### src/tb/program.hex
// One instruction word per line, word address 0 upward
// Columns: hex word, then byte address and assembly
24010005 // 00: addiu $1, $0, 5
2422fffd // 04: addiu $2, $1, -3
00221821 // 08: addu  $3, $1, $2
3c048000 // 0c: lui   $4, 0x8000
348400ff // 10: ori   $4, $4, 0x00ff
00642823 // 14: subu  $5, $3, $4
00833024 // 18: and   $6, $4, $3
00833825 // 1c: or    $7, $4, $3
00834027 // 20: nor   $8, $4, $3
00034900 // 24: sll   $9, $3, 4
00045102 // 28: srl   $10, $4, 4
0083582a // 2c: slt   $11, $4, $3
0083602b // 30: sltu  $12, $4, $3
286dffff // 34: slti  $13, $3, -1
2c6effff // 38: sltiu $14, $3, -1
ac050008 // 3c: sw    $5, 8($0)
8c0f0008 // 40: lw    $15, 8($0)
25f00001 // 44: addiu $16, $15, 1
24000063 // 48: addiu $0, $0, 99
00018821 // 4c: addu  $17, $0, $1
10310002 // 50: beq   $1, $17, 0x5c
24120012 // 54: addiu $18, $0, 0x12
24130013 // 58: addiu $19, $0, 0x13
14310002 // 5c: bne   $1, $17, 0x68
24140014 // 60: addiu $20, $0, 0x14
0c00001e // 64: jal   0x78
24150015 // 68: addiu $21, $0, 0x15
24160016 // 6c: addiu $22, $0, 0x16
0800001c // 70: j     0x70
00000000 // 74: nop
24170017 // 78: addiu $23, $0, 0x17
03e00008 // 7c: jr    $31
24180018 // 80: addiu $24, $0, 0x18
24190019 // 84: addiu $25, $0, 0x19
### src/verilog/cpu_pkg.sv
package cpu_pkg;

	localparam int IMEM_WORDS = 64;
	localparam int DMEM_WORDS = 64;
	localparam string IMEM_FILE = "/design/src/tb/program.hex";

	// Primary opcodes
	localparam logic [5:0] op_rtype = 6'h00;
	localparam logic [5:0] op_j = 6'h02;
	localparam logic [5:0] op_jal = 6'h03;
	localparam logic [5:0] op_beq = 6'h04;
	localparam logic [5:0] op_bne = 6'h05;
	localparam logic [5:0] op_addiu = 6'h09;
	localparam logic [5:0] op_slti = 6'h0a;
	localparam logic [5:0] op_sltiu = 6'h0b;
	localparam logic [5:0] op_andi = 6'h0c;
	localparam logic [5:0] op_ori = 6'h0d;
	localparam logic [5:0] op_lui = 6'h0f;
	localparam logic [5:0] op_lw = 6'h23;
	localparam logic [5:0] op_sw = 6'h2b;

	// R-type function field
	localparam logic [5:0] fn_sll = 6'h00;
	localparam logic [5:0] fn_srl = 6'h02;
	localparam logic [5:0] fn_jr = 6'h08;
	localparam logic [5:0] fn_addu = 6'h21;
	localparam logic [5:0] fn_subu = 6'h23;
	localparam logic [5:0] fn_and = 6'h24;
	localparam logic [5:0] fn_or = 6'h25;
	localparam logic [5:0] fn_nor = 6'h27;
	localparam logic [5:0] fn_slt = 6'h2a;
	localparam logic [5:0] fn_sltu = 6'h2b;

	localparam logic [3:0] alu_add = 4'd0;
	localparam logic [3:0] alu_sub = 4'd1;
	localparam logic [3:0] alu_and = 4'd2;
	localparam logic [3:0] alu_or = 4'd3;
	localparam logic [3:0] alu_nor = 4'd4;
	localparam logic [3:0] alu_slt = 4'd5;
	localparam logic [3:0] alu_sltu = 4'd6;
	localparam logic [3:0] alu_sll = 4'd7;
	localparam logic [3:0] alu_srl = 4'd8;
	localparam logic [3:0] alu_lui = 4'd9;
	localparam logic [3:0] alu_ne = 4'd10;
	localparam logic [3:0] alu_eq = 4'd11;

	typedef enum logic [1:0] {wbsel_alu, wbsel_load, wbsel_link} wbsel_t;

	typedef struct packed {
		logic valid;
		logic [31:0] pc;
		logic [31:0] instr;
	} if_id_t;

	typedef struct packed {
		logic valid;
		logic rfw;
		wbsel_t wbsel;
		logic drw;
		logic [3:0] alu_op;
		logic use_imm;
		logic is_branch;
		logic is_jump;
		logic is_jr;
		logic [4:0] rs;
		logic [4:0] rt;
		logic [4:0] waddr;
		logic [4:0] shamt;
		logic [31:0] rfa;
		logic [31:0] rfb;
		logic [31:0] imm;
		logic [31:0] pc;
		logic [25:0] jaddr;
	} id_ex_t;

	typedef struct packed {
		logic valid;
		logic rfw;
		wbsel_t wbsel;
		logic drw;
		logic [31:0] alu_r;
		logic [31:0] rfb;
		logic [4:0] waddr;
		logic [31:0] link;
	} ex_mem_t;

	typedef struct packed {
		logic rfw;
		logic [4:0] waddr;
		logic [31:0] wdata;
	} wb_t;

	typedef struct packed {
		logic taken;
		logic [31:0] target;
	} redirect_t;

endpackage

### src/verilog/cpu_if.sv
`timescale 1ns/1ps

module cpu_if import cpu_pkg::*; (
	input logic clk,
	input logic rst,
	input logic stall,
	input redirect_t redirect,
	output if_id_t if_id
);

	logic [31:0] pc;
	logic [31:0] imem [IMEM_WORDS];

	initial begin
		$readmemh(IMEM_FILE, imem);
	end

	always_ff @(posedge clk) begin
		if (!stall || redirect.taken) begin
			if_id.pc <= pc;
			if_id.instr <= imem[pc[$clog2(IMEM_WORDS)+1:2]]; // Word index
		end

		if (rst) begin
			pc <= '0;
			if_id.valid <= 1'b0;
		end else if (redirect.taken) begin
			pc <= redirect.target;
			if_id.valid <= 1'b0; // Squash the fetch after the delay slot
		end else if (!stall) begin
			pc <= pc + 32'd4;
			if_id.valid <= 1'b1;
		end
	end

endmodule

### config.mk
export PLATFORM = sky130hd
export DESIGN_NAME = cpu_if
export DESIGN_NICKNAME = d
export VERILOG_FILES = /design/src/verilog/cpu_pkg.sv /design/src/verilog/cpu_if.sv
export SDC_FILE = /design/constraint.sdc
export NUM_CORES = 1
export LEC_CHECK = 0
export BUFFER_PORTS_ARGS = -buffer_cell sky130_fd_sc_hd__buf_2
export CAP_MARGIN = 20
export CORE_MARGIN = 2
export CORE_UTILIZATION = 47
export CTS_BUF_LIST = sky130_fd_sc_hd__clkbuf_4
export CTS_CLUSTER_SIZE = 28
export DETAILED_ROUTE_END_ITERATION = 16
export PLACE_DENSITY = 0.78
export SLEW_MARGIN = 40
export SYNTH_ARGS = -nofsm -noshare
export SYNTH_HDL_FRONTEND = slang
export SYNTH_SLANG_ARGS = --single-unit
export TNS_END_PERCENT = 30
### constraint.sdc
create_clock -name clk -period 1.9 [get_ports clk]
set_input_delay 0.19 -clock clk [delete_from_list [all_inputs] [get_ports clk]]
set_output_delay 0.19 -clock clk [all_outputs]
set_load 0.005 [all_outputs]
==> results.json <==
{
  "critical_path.max_fanout": 9,
  "end_kind": "flip-flop",
  "cts_tree": "built",
  "crit_chain": "nand4_1, buf_4, buf_4, nor4_1, buf_4, a311oi_1, a2111oi_1",
  "clk_latency_ps": 420,
  "grt_pass1_wl_um": 11780,
  "dr.pass1.iters": 4,
  "area_growth_pct": 26.63,
  "cts_made_buffers": 9,
  "diodes": 0,
  "setup_tns_ps": 0,
  "ys_warn_count": 0,
  "critPathMaxStageDelay_ps": 380,
  "netlist_area_mm2": 0.003073,
  "total_power_mw": 3.076,
  "yosysTopAreaCell": "edfxtp_1",
  "ys_seq_elements": 65,
  "die-area_mm2": 0.007201,
  "cts_root_buffer": "clkbuf_4",
  "h-tree-depth": 3,
  "ys_seq_area_frac": 0.5277,
  "fill_cells": 517,
  "finalWorstSetupSlack_ps": 36.76,
  "routedWlPerCell_um": 15.49,
  "finalWirelength_um": 7465,
  "irDropWorstVdd_mv": 0.6671,
  "synth_edf_count": 32,
  "dp_cells": 461,
  "critPathArrivalTime_ps": 2140,
  "yosysMostFrequentCell": "dfxtp_1",
  "dp_hpwl_um": 5176,
  "finish.utilization": 0.6128,
  "cts_sinks": 65,
  "synthCells": 300,
  "route.detailed.drc": 0,
  "place_ws_ps": -33.38,
  "start_kind": "flip-flop",
  "dpl_cell_area_mm2": 0.003621,
  "status": "complete, no violations",
  "drv_cap": 0,
  "grt_pass1_vias": 2505,
  "worstSetupPathType": "reg -> reg",
  "row_count": 29,
  "fmax_ghz": 0.5367,
  "design_area_mm2": 0.003891,
  "hold_viol_final": 0,
  "die_w_um": 84.86,
  "hp-class": "in -> reg",
  "whs_ps": 15.24,
  "power_leakage_nw": 1.620,
  "final_cells": 482,
  "required_ps": 2170,
  "cp_common_cell": "buf_4",
  "place_congestion": 0.8876,
  "clockBufferDepth": 2,
  "synth_cell_types": 42,
  "grt_overflow": 0,
  "drive_gt1_frac": 0.3556,
  "cpMaxStageDelayCell": "dfxtp_4",
  "skew_ps": 11.62,
  "synth_common_cells": "dfxtp_1, buf_4, edfxtp_1",
  "synthFlopType": "dfxtp_1",
  "vias": 2630,
  "maxSlewViolCount": 0,
  "core-area_mm2": 0.006350,
  "period_needed_ps": 1863,
  "ant_nets": 0,
  "fin_crit_sh": 0.9807,
  "antenna_found_initial": 0,
  "initial_core_util": 0.4839,
  "clkTransAtPathRegs_ps": 110,
  "synth.top_cell.area_share": 0.3127,
  "grt_max_degree": 34,
  "portBuffers": 68,
  "drt_iter0_markers": 144,
  "rr_worst_depth": 7,
  "via_per_inst": 5.456,
  "multiInputGateArea_mm2": 0.001300,
  "fin_nets": 437,
  "rsz0062_at_grt": "yes",
  "power_density_mw_per_mm2": 790.4,
  "min_path_cells": 3,
  "die_h_um": 84.86,
  "io_pins": 101,
  "track_usage": 0.2061,
  "synth_area_per_cell_um2": 10.24,
  "finalSetupViolations": 0,
  "seq_area_mm2": 0.001648,
  "async_flop_share": 0,
  "ys_top_cells_by_area": "edfxtp_1, dfxtp_1, buf_4"
}
final cells by class:
type | instances | share of cell area
clock buffer | 9 | 0.01736
tap | 77 | 0.02476
timing repair buffer | 107 | 0.1682
inverter | 8 | 0.007717
sequential | 65 | 0.4235
clock inverter | 7 | 0.02444
multi-input combinational | 209 | 0.3341
registers in the layout, summed over array words and instances (netlist names):
name / flops
pc: 32
if_id: 33
critical path, delay by kind of cell (launching register included):
| family | cells | cell delay [ps] |
|---|---|---|
| AO/OA/AOI/OAI | 2 | 470 |
| buffers and inverters | 3 | 520 |
| AND/OR/NAND/NOR | 2 | 380 |
| flip-flops | 1 | 380 |
where the power goes:
group          internal [mW]  switching (mW)
logic                  0.172           0.197
clock network          0.533           0.529
registers               1.58          0.0599
layer usage:
| layer | global-route usage | part of all wire | up-vias |
|---|---|---|---|
| met5 | 0 | 0 | - |
| met4 | 0.09524 | 0.018 | 0 |
| met3 | 0.05934 | 0.070 | 14 |
| met2 | 0.3228 | 0.48 | 122 |
| met1 | 0.2650 | 0.43 | 1239 |
| li1 | - | - | 1255 |
cell usage in the layout, fill, tap and decap left out, types with 4 or more instances in the layout:
cell type and n:
conb_1 32, and4_1 6, edfxtp_1 32, xnor2_1 8
nor3_1 6, inv_1 8, o21ai_0 5, nand3_1 10
buf_2 68, nor4_1 9, xor2_1 4, nand4_1 7
a21oi_1 10, dfxtp_2 6, a211oi_1 14, a311oi_1 6
or3_1 7, nand2_1 18, buf_4 35, dfxtp_1 22
nor2_1 30, clkbuf_4 9, dfxtp_4 5
path summary, 6_finish.rpt:
path                                   start   endpoint  slack (ps)
worst max-delay path                  pc[11]     pc[17]          40
worst min register to register         pc[1]  if_id[33]         450
worst max register to register        pc[11]     pc[17]          40
worst min-delay path            redirect[16]     pc[16]          20
logic make-up (layout without fill, tap and decap cells):
kind of cell    count (synthesis)  after routing  synth area share
simple gates                  110            110            0.1926
flops                          65             65            0.5277
buf+inv                        57            131            0.1095
compound gates                 51             51            0.1209
xor+xnor                       12             12           0.03420
mux                             3              3          0.009772
fa+ha+maj                       1              1          0.004071
other cells                     1             32          0.001220
repair_timing:
item | in CTS | in global routing
resized for setup | 7 | 13
pin swaps | 3 | 7
hold buffers | 2 | 0
endpoints found under the hold margin | 2 | 0
setup buffers | 2 | 1
endpoints found under the setup margin | 5 | 10
cloned | 0 | 0
No activity file was read; power rests on OpenSTA's default activity.
